[config.mk]
export PLATFORM = sky130hd
export DESIGN_NAME = mpr121_sequencer
export DESIGN_NICKNAME = d
export VERILOG_FILES = /design/src/hdl/mpr121_pkg.sv /design/src/hdl/mpr121_sequencer.sv
export VERILOG_INCLUDE_DIRS = /design/src /design/src/hdl
export SDC_FILE = /design/constraint.sdc
export NUM_CORES = 1
export LEC_CHECK = 0
export CAP_MARGIN = 20
export CORE_UTILIZATION = 49
export CTS_CLUSTER_SIZE = 24
export DETAILED_ROUTE_END_ITERATION = 8
export DONT_BUFFER_PORTS = 1
export PLACE_DENSITY = 0.63
export SLEW_MARGIN = 20
export SYNTH_ARGS = -nofsm -noshare
export SYNTH_HDL_FRONTEND = slang
export SYNTH_SLANG_ARGS = --single-unit
[constraint.sdc]
create_clock -name clk -period 2.15 [get_ports clk]
set_input_delay 0.1075 -clock clk [delete_from_list [all_inputs] [get_ports clk]]
set_output_delay 0.1075 -clock clk [all_outputs]
set_load 0.05 [all_outputs]
[src/hdl/mpr121_defines.svh]
`ifndef MPR121_DEFINES_SVH
`define MPR121_DEFINES_SVH

// 7-bit slave address with ADDR tied to 3Vo
`define MPR121_I2C_ADDR 7'h5B

// clk cycles per quarter scl period
// 125 on the 50 MHz board for 100 kHz scl
// 4 keeps simulation short
`define I2C_PRESCALE 4

// idle cycles after a write stop before busy drops
`define WRITE_SETTLE_CYCLES 125

// bits in one bus byte
`define BYTE_W 8

`endif

[src/hdl/mpr121_pkg.sv]
`include "mpr121_defines.svh"

package mpr121_pkg;

	// commands understood by the bit engine
	// start also serves as the repeated start
	typedef enum logic [1:0]
	{
		CMD_START = 2'd0, // start or repeated start
		CMD_WRITE = 2'd1, // 8 bits out then sample ack
		CMD_READ  = 2'd2, // 8 bits in then nack
		CMD_STOP  = 2'd3  // stop condition
	} i2c_cmd_e;

	// one byte on the bus
	// the shifter sees raw and the address phase uses addr_rw
	typedef union packed
	{
		logic [`BYTE_W-1:0] raw; // msb goes out first
		struct packed
		{
			logic [`BYTE_W-2:0] addr; // 7-bit slave address
			logic               rw;   // 1 for read
		} addr_rw;
	} i2c_byte_u;

	// mpr121 register address or register value
	typedef logic [`BYTE_W-1:0] reg_byte_t;

endpackage

[src/hdl/mpr121_sequencer.sv]
`timescale 1ns/10ps
`include "mpr121_defines.svh"

module mpr121_sequencer (
	input  logic                  clk,
	input  logic                  rstn,
	input  mpr121_pkg::reg_byte_t reg_addr,
	input  mpr121_pkg::reg_byte_t data_in,
	input  logic                  write_enable,
	input  logic                  read_enable,
	input  logic                  done,
	input  logic                  ack_in,
	input  mpr121_pkg::i2c_byte_u rx_byte,
	output mpr121_pkg::reg_byte_t data_out,
	output logic                  busy,
	output logic                  fail,
	output mpr121_pkg::i2c_cmd_e  cmd,
	output logic                  cmd_valid,
	output mpr121_pkg::i2c_byte_u tx_byte
);
	localparam int SW = $clog2(`WRITE_SETTLE_CYCLES + 1);

	typedef enum logic [3:0]
	{
		ST_IDLE,   // wait for an enable
		ST_START,  // start
		ST_ADDR_W, // slave address with w
		ST_REG,    // register address
		ST_DATA,   // write data byte
		ST_RSTART, // repeated start
		ST_ADDR_R, // slave address with r
		ST_READ,   // one byte in with nack
		ST_STOP,   // stop
		ST_SETTLE, // post write wait
		ST_FINISH  // hold until enables drop
	} state_t;

	state_t                state;
	state_t                step_next;
	mpr121_pkg::i2c_cmd_e  step_cmd;
	mpr121_pkg::i2c_byte_u step_tx;
	mpr121_pkg::reg_byte_t reg_q;  // captured register address
	mpr121_pkg::reg_byte_t data_q; // captured write data
	logic                  is_rd;   // read transaction
	logic                  pending; // command out and no done yet
	logic                  cmd_state;
	logic                  issue;
	logic                  need_ack;
	logic [SW-1:0]         settle_cnt;

	assign cmd_state = state inside {ST_START, ST_ADDR_W, ST_REG, ST_DATA,
		ST_RSTART, ST_ADDR_R, ST_READ, ST_STOP};
	assign issue = cmd_state && !pending;
	assign need_ack = state inside {ST_ADDR_W, ST_REG, ST_DATA, ST_ADDR_R}; // bytes we send

	// command, byte and successor of each command state
	always_comb
	begin
		step_cmd = mpr121_pkg::CMD_WRITE;
		step_tx.raw = '0;
		step_next = ST_STOP;
		case (state)
			ST_START:
			begin
				step_cmd = mpr121_pkg::CMD_START;
				step_next = ST_ADDR_W;
			end
			ST_ADDR_W, ST_ADDR_R:
			begin
				step_tx.addr_rw.addr = `MPR121_I2C_ADDR;
				step_tx.addr_rw.rw = (state == ST_ADDR_R);
				step_next = (state == ST_ADDR_R) ? ST_READ : ST_REG;
			end
			ST_REG:
			begin
				step_tx.raw = reg_q;
				step_next = is_rd ? ST_RSTART : ST_DATA; // read turns the bus around
			end
			ST_DATA:
			begin
				step_tx.raw = data_q;
			end
			ST_RSTART:
			begin
				step_cmd = mpr121_pkg::CMD_START;
				step_next = ST_ADDR_R;
			end
			ST_READ:
			begin
				step_cmd = mpr121_pkg::CMD_READ;
			end
			ST_STOP:
			begin
				step_cmd = mpr121_pkg::CMD_STOP;
				step_next = is_rd ? ST_FINISH : ST_SETTLE;
			end
			default:
			begin
				step_next = ST_IDLE;
			end
		endcase
	end

	always_ff @(posedge clk or negedge rstn)
	begin
		if (!rstn)
		begin
			state <= ST_IDLE;
			is_rd <= 1'b0;
			pending <= 1'b0;
			cmd_valid <= 1'b0;
			cmd <= mpr121_pkg::CMD_START;
			busy <= 1'b0;
			fail <= 1'b0;
			data_out <= '0;
			settle_cnt <= '0;
		end
		else
		begin
			cmd_valid <= issue; // one pulse per command state
			if (issue)
			begin
				cmd <= step_cmd;
				pending <= 1'b1;
			end
			case (state)
				ST_IDLE:
				begin
					if (write_enable || read_enable)
					begin
						busy <= 1'b1;
						fail <= 1'b0;
						data_out <= '0;
						is_rd <= !write_enable; // write wins a tie
						state <= ST_START;
					end
				end
				ST_START, ST_ADDR_W, ST_REG, ST_DATA, ST_RSTART, ST_ADDR_R, ST_READ, ST_STOP:
				begin
					if (pending && done)
					begin
						pending <= 1'b0;
						if (need_ack && !ack_in)
						begin
							fail <= 1'b1; // missed ack goes straight to stop
							state <= ST_STOP;
						end
						else
						begin
							state <= step_next;
						end
						if (state == ST_READ)
						begin
							data_out <= rx_byte.raw;
						end
						if ((state == ST_STOP) && is_rd)
						begin
							busy <= 1'b0; // read ends with its stop
						end
						settle_cnt <= '0;
					end
				end
				ST_SETTLE:
				begin
					if (settle_cnt == SW'(`WRITE_SETTLE_CYCLES - 1))
					begin
						busy <= 1'b0;
						state <= ST_FINISH;
					end
					else
					begin
						settle_cnt <= settle_cnt + 1'b1;
					end
				end
				ST_FINISH:
				begin
					if (!write_enable && !read_enable)
					begin
						state <= ST_IDLE; // held enable never restarts
					end
				end
				default:
				begin
					state <= ST_IDLE;
				end
			endcase
		end
	end

	always_ff @(posedge clk)
	begin
		if (state == ST_IDLE)
		begin
			reg_q <= reg_addr;
			data_q <= data_in;
		end
		if (issue)
		begin
			tx_byte <= step_tx;
		end
	end

	// engine handshake is one command at a time
	a_valid_pulse: assert property (@(posedge clk) disable iff (!rstn)
		cmd_valid |=> !cmd_valid);

	// no bus activity outside a host transaction
	a_valid_busy: assert property (@(posedge clk) disable iff (!rstn)
		cmd_valid |-> busy);

endmodule

== After elaboration in Yosys (flattened, before gate mapping) ==
Cells that the tools add are included.

* Register bits: 50
* Logic and storage cells: 89

* Add/sub/neg operators: 1
* Eq/ne operators: 19
* Mux-type cells: 31
* Reduce and logical (&&, ||, !) cells: 26

{| class="wikitable"
|+ Operators with widths
! cell !! number
|-
| two-way mux 8 bit || 3
|-
| case mux 4 bit (6 select lines) || 1
|-
| case mux 8 bit (3 select lines) || 1
|-
| two-way mux 4 bit || 5
|-
| == test 4 x 3 -> 1 bit (second input constant) || 4
|-
| inequality test 2 bit (second input constant) || 8
|-
| case mux 4 bit (4 select lines) || 1
|-
| case mux 8 bit (2 select lines) || 1
|-
| two-way mux 7 bit || 2
|-
| case mux 7 bit (2 select lines) || 1
|-
| == test 4 bit (second input constant) || 3
|-
| AND reduction 4 bit || 3
|-
| two-way mux 1 bit || 11
|-
| == test 4 x 2 -> 1 bit (second input constant) || 2
|-
| nonzero test 8 bit || 1
|-
| OR reduction 8 bit || 1
|-
| adder 7 x 1 -> 7 bit (second input constant) || 1
|-
| == test 7 bit (second input constant) || 1
|-
| case mux 2 bit (3 select lines) || 1
|-
| OR reduction 2 bit || 3
|-
| logical AND 1 bit || 5
|-
| AND reduction 5 bit || 1
|-
| == test 4 x 1 -> 1 bit (second input constant) || 1
|-
| zero test 1 bit || 4
|-
| 11 further kinds || 12
|}

== Depth between registers and ports, before layout ==
* Word-level depth: 6
* Mapped depth: 6
* Depth with buffers taken out: 6

== Worst setup path before layout ==
No wires, ideal clock.

* Path type: register to register
* Start: reg state[1]
* End: reg tx_byte[0] in the netlist's numbering (enable)
* Arrival: 1.414 ns
* Path slack: 0.362 ns
* Cell stages (with the launch flop): 4
* Path buffers: 0
* Clock period less this slack: 1.788 ns
* Cells stage by stage: dfrtp_1 -> o31ai_1 -> nand2_1 -> nor2_1

* Cells in the longest elaborated chain, start to end: 3

{| class="wikitable"
|+ Ends and longest elaborated chain
! element !! RTL line !! text
|-
| from (decl) || mpr121_sequencer.sv:38 || <nowiki>state_t state;</nowiki>
|-
| from (signal assigned) || mpr121_sequencer.sv:150 || <nowiki>state <= step_next;</nowiki>
|-
| == test 4 x 1 -> 1 bit, or another cell as far along || mpr121_sequencer.sv:51 || <nowiki>assign cmd_state = state inside {ST_START, ST_ADDR_W, ST_REG, ST_DATA,</nowiki>
|-
| nonzero test 8 bit * || mpr121_sequencer.sv:51 ||
|-
| logical AND 1 bit * || mpr121_sequencer.sv:53 || <nowiki>assign issue = cmd_state && !pending;</nowiki>
|-
| named net issue || mpr121_sequencer.sv:47 || <nowiki>logic issue;</nowiki>
|-
| to (signal assigned) || mpr121_sequencer.sv:199 || <nowiki>tx_byte <= step_tx;</nowiki>
|-
| to (decl) || mpr121_sequencer.sv:19 || <nowiki>output mpr121_pkg::i2c_byte_u tx_byte</nowiki>
|}

The timed path passes the listed nets; every way through them passes the cells marked *.
A chain may end at the register's enable or synchronous reset.

== Final worst setup path ==
* Start: reg state[1]
* End: reg settle_cnt[5]

* Cells in the longest elaborated chain, start to end: 4

{| class="wikitable"
|+ Ends and longest elaborated chain
! element !! RTL line !! text
|-
| == test 4 x 1 -> 1 bit, or another cell as far along || mpr121_sequencer.sv:126 || <nowiki>case (state)</nowiki>
|-
| OR reduction 8 bit || mpr121_sequencer.sv:126 ||
|-
| inequality test 2 bit (no source line) or nonzero test 2 bit (tied branches) || -- ||
|-
| AND reduction 3 bit (no source line) || -- ||
|-
| to (signal assigned) || mpr121_sequencer.sv:172 || <nowiki>settle_cnt <= settle_cnt + 1'b1;</nowiki>
|-
| to (decl) || mpr121_sequencer.sv:49 || <nowiki>logic [SW-1:0] settle_cnt;</nowiki>
|}

Parallel ways exist; a longest one is shown, timed or not.

==> flow_summary_export.csv <==
group,metric,value,unit
run_status,outcome,"finished, violations left",
run_status,violations,"design-rule violations",
sta,hold_viol,0,
pwr,p_leak,1.13,nW
sta,setup_ws,0.198,ns
die,num_io_pins,51,
clocking,cts_buffers,5,
die,coreArea,4440,um2
drt,vias,1823,
critical_path,crit_chain,"buf_4 -> nor4bb_1 -> buf_4 -> nand4_1 -> or4_1 -> nand3_1",
yosys,netlist.area_leader.share,0.310,
sta,rsz0062_at_grt,"no",
yosys,avgSynthCellArea,11.1,um2
sta,tns,0,ns
drt,finalWirelength,5190,um
yosys,synth_edf_count,24,
drt,drc,12,
yosys,ys_seq_area_frac,0.590,
sta,max_slew_margin,0.616,
placement,dp_cells,262,
critical_path,worstPathRequired,2.39,ns
critical_path,critPathLaunch,"state[1]$_DFFE_PN0P_",
yosys,synth-main-ff-cell,"dfrtp_1",
placement,port_buffers,0,
final_layout,syn2layout_area_growth,21.4,%
drt,drtAntennaViolNets,0,
clocking,cts_tree,"built",
die,die_height,70.9,um
sta,max_freq,512,MHz
global_routing,antenna_found_initial,0,
yosys,synthTopCellsByCount,"dfrtp_1 (26), edfxtp_1 (24), nor2_1 (17), o21ai_0 (17), inv_1 (13)",
critical_path,reg2reg_slack,0.20,ns
die,die_w,70.9,um
critical_path,endpoint_kind,"flop",
die,start_util,0.523,
critical_path,critical_path.max_stage_delay,0.51,ns
yosys,synth_top_area_cell,"edfxtp_1",
hold_path,min-delay-start,"ack_in",
yosys,synth_most_common_cell,"dfrtp_1",
hold_path,hold_path_class,"input port to flop",
yosys,ys_warn_count,0,
drt,vias_per_cell,6.10,
placement,routabilityCongestion,0.881,
global_routing,first_global_vias,1693,
final_layout,diodes,0,
die,die_area,5020,um2
sta,period_share,0.908,
yosys,ys_types,47,
yosys,syn_inst,210,
final_layout,layout-drive-gt1-share,0.101,
yosys,async_reset_ff_frac,0.520,
global_routing,grt_max_degree,27,
pwr,vdd_drop_max,0.000788,V
clocking,path_clk_slew,0.09,ns
critical_path,crit_fanout,12,
sta,skew,0.00453,ns
yosys,syn-num-nets,242,
pwr,pwr_density_cell,1410,nW/um2
placement,pre_cts_ws,0.231,ns
sta,setup_violations,0,
sta,tightestPinTransition,0.574,ns
job,cap_violations,0,
placement,hpwlAfterDp,3410,um
sta,timing.final.crit_period,1.95,ns
critical_path,cp-start-kind,"flop",
critical_path,worstSetupPathType,"flop to flop",
sta,maxSlewViolCount,0,
global_routing,grt_pass1_wl,8260,um
yosys,syn-cell-area,2320,um2
clocking,insertion_delay,0.30,ns
final_layout,layout.cells.non_filler,299,
yosys,ys_ff_latch,50,
drt,wire_per_inst,17.4,um
critical_path,worstPathArrival,2.19,ns
clocking,cts_resized,0,
clocking,cts_buffer_depth,2,
drt,detail_route.first_pass.iterations,6,
clocking,h-tree-depth,2,
yosys,ys_top_cells_by_area,"edfxtp_1 (31%), dfrtp_1 (28%), a22o_1 (3.8%)",
global_routing,grt-ovfl-total,0,
global_routing,grt_use_total,0.215,
critical_path,slowest_stage,"dfrtp_1",
critical_path,timing.rr.start,"state[1]$_DFFE_PN0P_",
clocking,clockRootBuffer,"clkbuf_8",
critical_path,crit_path_frequent_cell,"buf_4",
drt,first_iter_violations,147,
die,row_count,24,
clocking,clock-sinks,50,
final_layout,layout.nets,278,
[worst paths after layout]
path	to	cells past startpoint
worst min-delay path	fail$_DFFE_PN0P_	2
max in group asynchronous	data_out[1]$_DFFE_PN0P_	2
min in group asynchronous	pending$_DFF_PN0_	2
worst min register to register	settle_cnt[5]$_DFFE_PN0P_	2
worst max register to register	settle_cnt[5]$_DFFE_PN0P_	6
worst max-delay path	settle_cnt[5]$_DFFE_PN0P_	6
[power breakdown]
part | leakage, nW | internal, W | switching, W | total, W
Clock | 0.0416 | 0.000223 | 0.000299 | 0.000522
Combinational | 0.519 | 0.000626 | 0.000844 | 0.00147
Sequential | 0.569 | 0.00139 | 0.000592 | 0.00198
[kinds of logic after synthesis]
logic type / synth area share
adders and majority gates: 0.0108
DFF: 0.590
buffers and inverters: 0.0447
muxes: 0.00431
and+or+nand+nor: 0.151
AOI/OAI and AO/OA: 0.199
[placed cells by master (no fill, tap or decap), drive strengths merged, types with 3 or more instances in the layout]
| master | instances |
|---|---|
| buf | 13 |
| a22o | 10 |
| nand2 | 10 |
| a21oi | 10 |
| and3 | 4 |
| edfxtp | 24 |
| dlygate4sd3 | 28 |
| clkbuf | 5 |
| nand3 | 8 |
| inv | 13 |
| o21ai | 17 |
| nor4 | 3 |
| a22oi | 7 |
| dfrtp | 26 |
| o2bb2ai | 4 |
| o21a | 3 |
| nor3 | 7 |
| nor2 | 17 |
[metrics by stage]
stage               utilization  power, W  hold WS, ns  instance area (um2)
floorplan                     -   0.00291       -0.188                 2320
global placement          0.548   0.00336       -0.188                 2440
detailed placement        0.548   0.00338       -0.188                 2440
CTS                       0.635   0.00396       0.0179                 2820
global route              0.635   0.00420       0.0360                 2820
finish                    0.635   0.00397       0.0231                 2820
[critical path: cells and delay by family, from the launching register on]
kind | cells | cell delay (ns)
AND/OR/NAND/NOR | 4 | 0.96
flip-flops | 1 | 0.51
buffers and inverters | 2 | 0.42
[state kept, by name (all words and copies together) (netlist names), 2 cells and up]
signal and flops:
tx_byte 8, data_q 8, data_out 8, state 4
settle_cnt 7, cmd 2, reg_q 8
[cell type report]
cell class	instances	area, um2
Clock buffer	5	68.8
Sequential cell	50	1370
Fill cell	371	1620
Multi-Input combinational cell	135	850
Tap cell	52	65.1
Inverter	13	48.8
Clock inverter	3	16.3
Timing Repair Buffer	41	403
[per-layer routing]
metal  vias to the layer above  track usage  wire (um)
met4                         0       0.0644         64
met3                         7       0.0613        376
met1                       878        0.320       2440
met2                        79        0.308       2310
met5                         -            0          0
li1                        859            -          -
[repair_timing]
item / 4_1_cts / 5_1_grt
buffers inserted: 0 / 0
hold buffers: 29 / 0
hold endpoints to repair: 53 / 0
Note: power is estimated with default switching activity, not from simulation.
