File: config.mk
export PLATFORM = sky130hd
export DESIGN_NAME = i2c_bit_engine
export DESIGN_NICKNAME = d
export VERILOG_FILES = /design/src/hdl/mpr121_pkg.sv /design/src/hdl/i2c_bit_engine.sv
export VERILOG_INCLUDE_DIRS = /design/src /design/src/hdl
export SDC_FILE = /design/constraint.sdc
export NUM_CORES = 1
export LEC_CHECK = 0
export BUFFER_PORTS_ARGS = -buffer_cell sky130_fd_sc_hd__buf_2
export CAP_MARGIN = 40
export CORE_ASPECT_RATIO = 0.6
export CORE_UTILIZATION = 49
export DETAILED_ROUTE_END_ITERATION = 16
export PLACE_DENSITY = 0.77
export SLEW_MARGIN = 5
export SYNTH_ARGS = -nofsm -noshare
export SYNTH_HDL_FRONTEND = slang
export SYNTH_SLANG_ARGS = --single-unit
export TNS_END_PERCENT = 10
File: constraint.sdc
create_clock -name clk -period 1.6 [get_ports clk]
set_clock_uncertainty 0.05 [all_clocks]
set_input_delay 0.32 -clock clk [delete_from_list [all_inputs] [get_ports clk]]
set_output_delay 0.32 -clock clk [all_outputs]
set_load 0.01 [all_outputs]
File: src/hdl/mpr121_defines.svh
`ifndef MPR121_DEFINES_SVH
`define MPR121_DEFINES_SVH

// 7-bit slave address with ADDR tied to 3Vo
`define MPR121_I2C_ADDR 7'h5B

// clk cycles per quarter scl period
// 125 on the 50 MHz board for 100 kHz scl
// 4 keeps simulation short
`define I2C_PRESCALE 4

// idle cycles after a write stop before busy drops
`define WRITE_SETTLE_CYCLES 125

// bits in one bus byte
`define BYTE_W 8

`endif

File: src/hdl/mpr121_pkg.sv
`include "mpr121_defines.svh"

package mpr121_pkg;

	// commands understood by the bit engine
	// start also serves as the repeated start
	typedef enum logic [1:0]
	{
		CMD_START = 2'd0, // start or repeated start
		CMD_WRITE = 2'd1, // 8 bits out then sample ack
		CMD_READ  = 2'd2, // 8 bits in then nack
		CMD_STOP  = 2'd3  // stop condition
	} i2c_cmd_e;

	// one byte on the bus
	// the shifter sees raw and the address phase uses addr_rw
	typedef union packed
	{
		logic [`BYTE_W-1:0] raw; // msb goes out first
		struct packed
		{
			logic [`BYTE_W-2:0] addr; // 7-bit slave address
			logic               rw;   // 1 for read
		} addr_rw;
	} i2c_byte_u;

	// mpr121 register address or register value
	typedef logic [`BYTE_W-1:0] reg_byte_t;

endpackage

File: src/hdl/i2c_bit_engine.sv
`timescale 1ns/10ps
`include "mpr121_defines.svh"

module i2c_bit_engine (
	input  logic                  clk,
	input  logic                  rstn,
	input  mpr121_pkg::i2c_cmd_e  cmd,
	input  logic                  cmd_valid,
	input  mpr121_pkg::i2c_byte_u tx_byte,
	input  logic                  sda_in,
	output logic                  done,
	output logic                  ack_in,
	output mpr121_pkg::i2c_byte_u rx_byte,
	output logic                  scl_oe,
	output logic                  sda_oe
);
	localparam int QW = ($clog2(`I2C_PRESCALE) > 0) ? $clog2(`I2C_PRESCALE) : 1;
	localparam int BW = $clog2(`BYTE_W + 1);
	localparam logic [QW-1:0] Q_LAST = QW'(`I2C_PRESCALE - 1);
	localparam logic [BW-1:0] BIT_ACK = BW'(`BYTE_W); // ninth bit index

	logic                  active;  // command in progress
	mpr121_pkg::i2c_cmd_e  cur_cmd; // latched command
	logic [QW-1:0]         q_cnt;   // cycles inside a quarter
	logic [1:0]            qtr;     // quarter inside a bit
	logic [BW-1:0]         bit_cnt; // 0..8 for byte commands
	mpr121_pkg::i2c_byte_u tx_sh;   // outgoing byte
	logic                  q_end;
	logic                  bit_end;
	logic                  cmd_end;
	logic                  sample;
	logic                  scl_drv;
	logic                  sda_drv;

	assign q_end = active && (q_cnt == Q_LAST);
	assign bit_end = q_end && (qtr == 2'd3);

	// start and stop are a single bit time
	assign cmd_end = bit_end && ((cur_cmd == mpr121_pkg::CMD_START) ||
		(cur_cmd == mpr121_pkg::CMD_STOP) || (bit_cnt == BIT_ACK));

	// first cycle of q2 so scl has been high for a full quarter
	assign sample = active && (qtr == 2'd2) && (q_cnt == '0);

	// line drive per quarter
	// scl low in q0 and q3 of every bit
	always_comb
	begin
		scl_drv = 1'b0;
		sda_drv = 1'b0;
		case (cur_cmd)
			mpr121_pkg::CMD_START:
			begin
				scl_drv = (qtr == 2'd0) || (qtr == 2'd3);
				sda_drv = (qtr == 2'd2) || (qtr == 2'd3); // sda falls while scl high
			end
			mpr121_pkg::CMD_STOP:
			begin
				scl_drv = (qtr == 2'd0); // scl up from q1
				sda_drv = (qtr == 2'd0) || (qtr == 2'd1); // sda rises in q2
			end
			mpr121_pkg::CMD_WRITE:
			begin
				scl_drv = (qtr == 2'd0) || (qtr == 2'd3);
				// ninth bit released for the slave ack
				sda_drv = (bit_cnt != BIT_ACK) && !tx_sh.raw[`BYTE_W-1];
			end
			default:
			begin
				// read keeps sda released
				// which also gives the nack on bit nine
				scl_drv = (qtr == 2'd0) || (qtr == 2'd3);
				sda_drv = 1'b0;
			end
		endcase
	end

	always_ff @(posedge clk or negedge rstn)
	begin
		if (!rstn)
		begin
			active <= 1'b0;
			cur_cmd <= mpr121_pkg::CMD_START;
			q_cnt <= '0;
			qtr <= 2'd0;
			bit_cnt <= '0;
			done <= 1'b0;
			ack_in <= 1'b0;
			scl_oe <= 1'b0; // both lines released
			sda_oe <= 1'b0;
		end
		else
		begin
			done <= cmd_end; // single cycle since active drops with it
			if (cmd_valid && !active)
			begin
				active <= 1'b1;
				cur_cmd <= cmd;
				q_cnt <= '0;
				qtr <= 2'd0;
				bit_cnt <= '0;
			end
			else if (active)
			begin
				q_cnt <= q_end ? '0 : q_cnt + 1'b1;
				if (q_end)
				begin
					qtr <= qtr + 2'd1; // wraps to q0 of next bit
				end
				if (bit_end)
				begin
					bit_cnt <= bit_cnt + 1'b1;
				end
				if (cmd_end)
				begin
					active <= 1'b0;
				end
				scl_oe <= scl_drv; // lines hold while idle
				sda_oe <= sda_drv;
			end
			// slave pulls sda low to acknowledge
			if (sample && (cur_cmd == mpr121_pkg::CMD_WRITE) && (bit_cnt == BIT_ACK))
			begin
				ack_in <= ~sda_in;
			end
		end
	end

	// byte shifters
	always_ff @(posedge clk)
	begin
		if (cmd_valid && !active)
		begin
			tx_sh <= tx_byte;
		end
		else if (bit_end)
		begin
			tx_sh.raw <= {tx_sh.raw[`BYTE_W-2:0], 1'b0}; // next bit to msb
		end
		if (sample && (cur_cmd == mpr121_pkg::CMD_READ) && (bit_cnt != BIT_ACK))
		begin
			rx_byte.raw <= {rx_byte.raw[`BYTE_W-2:0], sda_in}; // msb first
		end
	end

	// sequencer must wait for done before the next command
	a_cmd_when_idle: assert property (@(posedge clk) disable iff (!rstn)
		cmd_valid |-> !active);

	// sda only moves under low scl outside start and stop
	a_sda_stable: assert property (@(posedge clk) disable iff (!rstn)
		(!scl_oe && !$past(scl_oe) && (cur_cmd != mpr121_pkg::CMD_START) &&
		(cur_cmd != mpr121_pkg::CMD_STOP)) |-> $stable(sda_oe));

endmodule

Word level (Yosys, flattened, before mapping)
Cells that the tools add are included.
{"block": "totals", "register_bits": 31, "latchBits": 0, "ram_bits": 0, "romBits": 0, "input_bits": 14, "out_inout_bits": 12, "mem_count": 0}
{"block": "op_classes", "add_sub_neg": 3, "multipliers": 0, "div_mod_pow": 0, "n_lt_le_gt_ge": 0, "eq_ne": 9, "shift": 0, "muxes": 16, "bitwise_logic": 2, "n_reduce_logical": 27}
{"cell": "2-to-1 mux 8 bit", "count": 2}
{"cell": "2-to-1 mux 2 bit", "count": 6}
{"cell": "2-to-1 mux 4 bit", "count": 3}
{"cell": "logical AND 1 bit", "count": 11}
{"cell": "== test 2 bit (second input constant)", "count": 5}
{"cell": "logical NOT 2 bit", "count": 3}
{"cell": "AND reduction 2 bit", "count": 3}
{"cell": "nonzero test 2 bit", "count": 3}
{"cell": "logical OR 1 bit", "count": 5}
{"cell": "adder 2 x 1 -> 2 bit (second input constant)", "count": 2}
{"cell": "adder 4 x 1 -> 4 bit (second input constant)", "count": 1}
{"cell": "== test 2 x 1 -> 1 bit (second input constant)", "count": 2}
{"cell": "== test 4 bit (second input constant)", "count": 1}
{"cell": "2-to-1 mux 1 bit", "count": 4}
{"cell": "!= test 4 bit (second input constant)", "count": 1}
{"cell": "one-hot mux 1 bit (3 select lines)", "count": 1}
{"cell": "logical NOT 1 bit", "count": 2}
{"cell": "NOT 1 bit", "count": 2}

Depth between registers and ports, before layout
Gate-level depths: netlist of run 1.
{"block": "logic_depth", "depth_word": 7, "ltp_mapped": 5, "ltp_nobuf": 5}

Least setup slack after synthesis of run 1
No wires, ideal clock.
{"block": "synth_timing", "path_type": "reg-to-reg", "from": "register qtr[0]", "to": "register rx_byte[0] (netlist bit), enable pin", "arrival_ps": 1216, "path_slack_ps": -39, "stages_incl_launch_ff": 5, "path_buffers": 0, "synth_period_minus_slack_ps": 1639, "path_cell_list": "dfrtp_1 -> inv_1 -> ha_1 -> nand4_1 -> nor2b_1"}
{"block": "synth_between", "elab_chain_cells": 5}
{"item": "from (decl)", "line": "i2c_bit_engine.sv:25", "rtl": "logic [1:0] qtr;"}
{"item": "from (signal assigned)", "line": "i2c_bit_engine.sv:108", "rtl": "qtr <= qtr + 2'd1;"}
{"item": "== test 2 bit", "line": "i2c_bit_engine.sv:43", "rtl": "assign sample = active && (qtr == 2'd2) && (q_cnt == '0);"}
{"item": "logical AND 1 bit (2 in a row)", "line": "i2c_bit_engine.sv:43"}
{"item": "logical AND 1 bit (2 in a row)", "line": "i2c_bit_engine.sv:140", "rtl": "if (sample && (cur_cmd == mpr121_pkg::CMD_READ) && (bit_cnt != BIT_ACK))"}
{"item": "to (decl)", "line": "i2c_bit_engine.sv:13", "rtl": "output mpr121_pkg::i2c_byte_u rx_byte,"}
Every way passes these cells.
A chain may end at the register's enable or synchronous reset.

Worst setup path after layout of run 1
{"block": "layout_timing", "from": "register q_cnt[1]", "to": "register rx_byte[3] (netlist bit), enable pin"}
{"block": "layout_between", "elab_chain_cells": 4}
{"item": "from (decl)", "line": "i2c_bit_engine.sv:24", "rtl": "logic [QW-1:0] q_cnt;"}
{"item": "from (signal assigned)", "line": "i2c_bit_engine.sv:105", "rtl": "q_cnt <= q_end ? '0 : q_cnt + 1'b1;"}
{"item": "logical NOT 2 bit", "line": "i2c_bit_engine.sv:43"}
{"item": "logical AND 1 bit", "line": "i2c_bit_engine.sv:43"}
{"item": "logical AND 1 bit (2 in a row)", "line": "i2c_bit_engine.sv:140"}
Every way passes these cells.

==> impl_metrics.env, run 1 <==
export IMPL_run_status="finished, final reports clean"
export IMPL_fmax_mhz=664
export IMPL_grt_max_degree=16
export IMPL_finalSetupViolations=0
export IMPL_n_antenna_cell=0
export IMPL_tns_ps=0
export IMPL_finalMaxSlewViolations=0
export IMPL_place_inst=198
export IMPL_ff2ff_path_depth=4
export IMPL_powerDensity_mw_per_mm2=1620
export IMPL_dieWidth_um=74.0
export IMPL_clock_power_share=0.189
export IMPL_grt_pass1_vias=1004
export IMPL_multi_input_area_um2=584
export IMPL_ir_drop_v=0.000776
export IMPL_drt_first_pass_iters=4
export IMPL_n_fill_cell=239
export IMPL_overflow=0
export IMPL_internal_power_mw=1.88
export IMPL_start_util=0.524
export IMPL_syn_avg_cell_area_um2=12.0
export IMPL_start_kind="register"
export IMPL_r2r_slack_ps=90
export IMPL_regArea_um2=856
export IMPL_layoutNonFillerInstCount=207
export IMPL_worstPathArrival_ps=1420
export IMPL_worst_pin_slew_ps=377
export IMPL_clock_latency_ps=280
export IMPL_p_leak_nw=0.847
export IMPL_comb_power_share=0.375
export IMPL_grt_use_total=0.200
export IMPL_p_switching_mw=1.04
export IMPL_seqPwrFrac=0.436
export IMPL_place_congestion=0.849
export IMPL_syn_cell_area_mm2=0.00153
export IMPL_required_ps=1520
export IMPL_coreArea_mm2=0.00291
export IMPL_die_y_um=45.2
export IMPL_critical_path_class="reg2reg"
export IMPL_synth_cells=127
export IMPL_r2r_end="rx_byte[3]"
export IMPL_cts_buffer_depth=2
export IMPL_dpl_worst_slack_ps=5.48
export IMPL_switching_share=0.356
export IMPL_antenna_found_initial=0
export IMPL_cts_clk_slew_worst_paths_ps=60
export IMPL_syn_nets=154
export IMPL_areaGrowthSynthToFinish_pct=18.6
export IMPL_finalHoldViolCount=0
export IMPL_wl_per_cell_um=13.6
export IMPL_drt_drc_violations_left=0
export IMPL_r2r_start="q_cnt[1]"
export IMPL_ys_warn_count=0
export IMPL_cp_startpoint="q_cnt[1]"
export IMPL_slew_headroom=0.748
export IMPL_ys_types=30
export IMPL_wl_um=2820
export IMPL_drive_above_1_share=0.297
export IMPL_grt_setup_unrepaired="no"
export IMPL_cts_tree="yes"
export IMPL_endpoint_kind="register"
export IMPL_crit_end="rx_byte[3]"
export IMPL_cts_sinks=31
export IMPL_dieArea_mm2=0.00335
export IMPL_antenna_left=0
export IMPL_nets=191
export IMPL_fin_util=0.622
export IMPL_numCtsBuffers=5
export IMPL_timing_final_ws_setup_ps=94.6
export IMPL_htree_levels=2
export IMPL_ys_seq_area_frac=0.561
export IMPL_worst_path_max_fanout=8
export IMPL_maxCapViolations=0
export IMPL_rows=15
export IMPL_min_period_ps=1510
export IMPL_vias=1034
export IMPL_clockRootBuffer="clkbuf_8"
export IMPL_drt_initial_drc_count=30
export IMPL_period_share=0.941
export IMPL_cts_setup_buffers=0
export IMPL_synth_seq_cells=31
export IMPL_hp_class="in2reg"
export IMPL_pin_count=26
export IMPL_grt_pass1_wl_um=4590
export IMPL_hpwl_um=2180
export IMPL_port_buffers=25
export IMPL_via_per_inst=5.00
-- through the flow --
step	area, um2	power (mW)	hold WS [ps]
CTS	1810	2.95	183
floorplan	1530	2.05	-25.6
global route	1810	3.19	180
detailed placement	1710	2.38	197
finish	1810	2.92	193
global placement	1710	2.29	193
-- flip-flops by register name (all words and copies together), names as in the netlist, 2 cells and up --
register and flops:
q_cnt 2, cur_cmd 2, qtr 2, rx_byte 8, tx_sh 8, bit_cnt 4
-- critical path, cell delays in order, from the launching register on --
cell	delay, ps
dfrtp_1	390
inv_1	90
ha_1	220
nand4_1	170
nor2b_4	260
-- power groups by stage --
stage	Clock, mW	Sequential, mW	Combinational [mW]
finish	0.553	1.27	1.10
global route	0.622	1.31	1.26
CTS	0.577	1.27	1.10
detailed placement	0	1.29	1.09
global placement	0	1.26	1.03
floorplan	0	1.25	0.797
-- cell usage after synthesis --
| cell | instances | area share |
|---|---|---|
| nor2b_1 | 1 | 0.0041 |
| nand2b_1 | 2 | 0.0082 |
| o31ai_1 | 2 | 0.0098 |
| mux2i_1 | 1 | 0.0066 |
| buf_12 | 1 | 0.013 |
| a311oi_1 | 1 | 0.0057 |
| ha_1 | 13 | 0.11 |
| and2_1 | 1 | 0.0041 |
| a32o_1 | 1 | 0.0066 |
| nand2_1 | 26 | 0.064 |
| dfrtp_1 | 15 | 0.25 |
| o21ai_2 | 2 | 0.011 |
| o31ai_2 | 1 | 0.0082 |
| o21ai_1 | 1 | 0.0033 |
| nand3b_4 | 1 | 0.013 |
| edfxtp_1 | 16 | 0.32 |
| o21ai_0 | 4 | 0.013 |
| o22ai_1 | 1 | 0.0041 |
| a21oi_1 | 4 | 0.013 |
| nand2b_4 | 1 | 0.0090 |
| inv_1 | 11 | 0.027 |
| nor2_1 | 6 | 0.015 |
| nand4_4 | 1 | 0.014 |
| nor2b_4 | 1 | 0.0090 |
| nand3_1 | 4 | 0.013 |
| o21a_1 | 2 | 0.0098 |
| nand3_4 | 1 | 0.011 |
| buf_6 | 3 | 0.022 |
| nand4_1 | 2 | 0.0082 |
| o211ai_1 | 1 | 0.0049 |
-- final cells by class --
type,instances,area share
multi-input cells,81,0.323
clock inverters,2,0.00415
flip-flops and latches,31,0.473
clock buffers,6,0.0401
inverters,11,0.0228
well taps,42,0.0290
repair buffers,34,0.108
-- placed cells by master, fill, tap and decap left out, drive strengths merged, types with 2 or more instances in the layout --
cell,instances
buf,33
nand2,26
edfxtp,16
dfrtp,15
ha,13
inv,11
o21ai,7
nor2,6
clkbuf,6
nand3,5
a21oi,4
nand4,3
o31ai,3
nand2b,3
nor2b,2
o21a,2
clkinv,2
-- what timing repair did --
| action | CTS | global route |
|---|---|---|
| setup endpoints to repair | 8 | 6 |
| hold buffers | 1 | 0 |
| pin swaps | 0 | 0 |
| endpoints found under the hold margin | 15 | 0 |
| gates resized for setup | 1 | 2 |
-- how the worst min path moves through the flow --
stage | start | to | slack (ps) | cells after the start
3_5_place_dp | rstn | bit_cnt[2] | 200 | 1
5_1_grt | sda_in | ack_in | 180 | 2
4_1_cts | sda_in | rx_byte[0] | 180 | 1
2_1_floorplan | rstn | ack_in | -30 | 0
6_report | sda_in | ack_in | 190 | 2
3_3_place_gp | rstn | active | 190 | 1
-- metal layers --
layer | track usage | vias to the layer above | routed length, um
met4 | 0.0731 | 0 | 34
met5 | 0 | - | 0
met3 | 0.100 | 4 | 227
met2 | 0.327 | 37 | 1330
met1 | 0.230 | 490 | 1230
li1 | - | 503 | -
-- cell families after synthesis --
group / count (synthesis) / share of synthesized area
AOI/OAI and AO/OA: 20 / 0.0902
adders and majority gates: 13 / 0.107
buffers and inverters: 15 / 0.0623
DFF: 31 / 0.561
muxes: 1 / 0.00656
and+or+nand+nor: 47 / 0.173
(Power assumes the default switching activity.)
==> run 2: changes to the inputs <==
--- a/config.mk
+++ b/config.mk
@@ -8,8 +8,10 @@
 export LEC_CHECK = 0
 export BUFFER_PORTS_ARGS = -buffer_cell sky130_fd_sc_hd__buf_2
 export CAP_MARGIN = 40
+export CELL_PAD_IN_SITES_DETAIL_PLACEMENT = 0
+export CELL_PAD_IN_SITES_GLOBAL_PLACEMENT = 1
 export CORE_ASPECT_RATIO = 0.6
-export CORE_UTILIZATION = 49
+export CORE_UTILIZATION = 39
 export DETAILED_ROUTE_END_ITERATION = 16
 export PLACE_DENSITY = 0.77
 export SLEW_MARGIN = 5
==> run 2 against run 1 <==
Against the previous run:
- non-clock buffer count is the same
- setup slack worse by 5.4 ps
- clock power up 35%
- sequential cell count stayed put
- critical path type unchanged
- critical endpoint is now rx_byte[2]
- highest routed layer unchanged
==> impl_metrics.env, run 2 (synthesis results as in run 1) <==
export IMPL_clockRootBuffer="clkbuf_8"
export IMPL_hold_ws_ps=186
export IMPL_n_antenna_cell=0
export IMPL_final_common_cell="nand2_1"
export IMPL_cts_sinks=31
export IMPL_fin_util=0.497
export IMPL_start_kind="register"
export IMPL_place_congestion=0.717
export IMPL_drt_initial_drc_count=42
export IMPL_placed_area_mm2=0.00172
export IMPL_cts_tree="yes"
export IMPL_grt_use_total=0.159
export IMPL_pin_count=26
export IMPL_p_leak_nw=0.866
export IMPL_tns_ps=0
export IMPL_wl_um=2750
export IMPL_fmax_mhz=662
export IMPL_antenna_left=0
export IMPL_maxCapViolations=0
export IMPL_required_ps=1520
export IMPL_nets=191
export IMPL_endpoint_kind="register"
export IMPL_dieArea_mm2=0.00417
export IMPL_run_status="finished, final reports clean"
export IMPL_ir_drop_v=0.000665
export IMPL_grt_max_degree=16
export IMPL_period_share=0.944
export IMPL_cts_clk_slew_worst_paths_ps=60
export IMPL_wl_per_cell_um=13.0
export IMPL_grt_pass1_wl_um=4690
export IMPL_slew_headroom=0.758
export IMPL_critical_path_class="reg2reg"
export IMPL_overflow=0
export IMPL_powerDensity_mw_per_mm2=1680
export IMPL_hpwl_um=2090
export IMPL_finalHoldViolCount=0
export IMPL_min_period_ps=1510
export IMPL_vias=1042
export IMPL_rows=17
export IMPL_port_buffers=25
export IMPL_htree_levels=2
export IMPL_layout_cells_most_common_list="26 x nand2_1, 25 x buf_2, 16 x edfxtp_1"
export IMPL_drt_drc_violations_left=0
export IMPL_finalMaxSlewViolations=0
export IMPL_hp_class="in2reg"
export IMPL_coreArea_mm2=0.00370
export IMPL_top_regs="rx_byte (8), tx_sh (8), bit_cnt (4)"
export IMPL_grt_setup_unrepaired="no"
export IMPL_numCtsBuffers=5
export IMPL_areaGrowthSynthToFinish_pct=20.7
export IMPL_grt_pass1_vias=1010
export IMPL_die_y_um=50.4
export IMPL_start_util=0.412
export IMPL_dieWidth_um=82.7
export IMPL_cts_buffer_depth=2
export IMPL_worst_path_max_fanout=8
export IMPL_worstPathArrival_ps=1440
export IMPL_finalSetupViolations=0
export IMPL_fin_area_mm2=0.00184
export IMPL_antenna_found_initial=0
export IMPL_drive_above_1_share=0.297
export IMPL_clock_latency_ps=280
export IMPL_via_per_inst=4.92
export IMPL_worst_pin_slew_ps=363
export IMPL_drt_first_pass_iters=4
## run 2: changes by cell type in the layout (fill, tap and decap cells not counted)
cell       before  now
ha_2            1    0
inv_2           1    0
clkbuf_1        1    0
clkinv_2        0    1
ha_1           12   13
clkinv_1        2    1
bufinv_16       0    1
inv_1          10   11
## run 2: power breakdown
| part | switching (mW) | internal [mW] | leakage, nW | total [mW] |
|---|---|---|---|---|
| sequential | 0.165 | 1.09 | 0.324 | 1.26 |
| clock | 0.289 | 0.455 | 0.0556 | 0.744 |
| combinational | 0.593 | 0.505 | 0.487 | 1.10 |
| total | 1.05 | 2.05 | 0.866 | 3.10 |
## run 2: what timing repair did
action / CTS / global route
hold endpoints to repair: 15 / 0
setup buffers: 0 / 0
setup endpoints to repair: 8 / 0
resized for setup: 1 / 0
hold buffers: 1 / 0
## run 2: final timing paths
| path | from | endpoint | slack, ps | depth (start not counted) |
|---|---|---|---|---|
| setup / recovery | qtr[0] | rx_byte[2] | 90 | 4 |
| hold / removal | cmd[0] | cur_cmd[0] | 190 | 3 |
| setup reg to reg | qtr[0] | rx_byte[2] | 90 | 4 |
| hold reg to reg | rx_byte[0] | rx_byte[1] | 410 | 0 |
| max in group asynchronous | rstn | q_cnt[0] | 810 | 2 |
| min in group asynchronous | rstn | bit_cnt[0] | 430 | 2 |
## run 2: through the flow
stage / cells / total power, mW / setup slack [ps]
finish: 212 / 3.10 / 89.2
global route: 212 / 3.34 / 1.37
CTS: 212 / 3.14 / 72.5
detailed placement: 203 / 2.38 / -4.06
global placement: 203 / 2.32 / 77.6
floorplan: 127 / 2.05 / 109
## run 2: layout make-up
class | instances | area [um2]
clock buffers | 5 | 68.8
well taps | 47 | 58.8
repair buffers | 34 | 195
clock inverters | 3 | 38.8
multi-input cells | 81 | 582
flip-flops and latches | 31 | 856
inverters | 11 | 41.3
fillers | 352 | 1860
## run 2: critical path, stage by stage, from the launching register on
cell     delay [ps]
dfrtp_1         410
inv_1           110
ha_1            200
nand4_1         160
nor2b_4         270
## run 2: routing by layer
layer  part of all wire  wire [um]  track usage
met1               0.47       1300        0.218
met2               0.45       1250        0.219
met3              0.054        149       0.0600
met4              0.021         59       0.0776
met5                  0          0            0
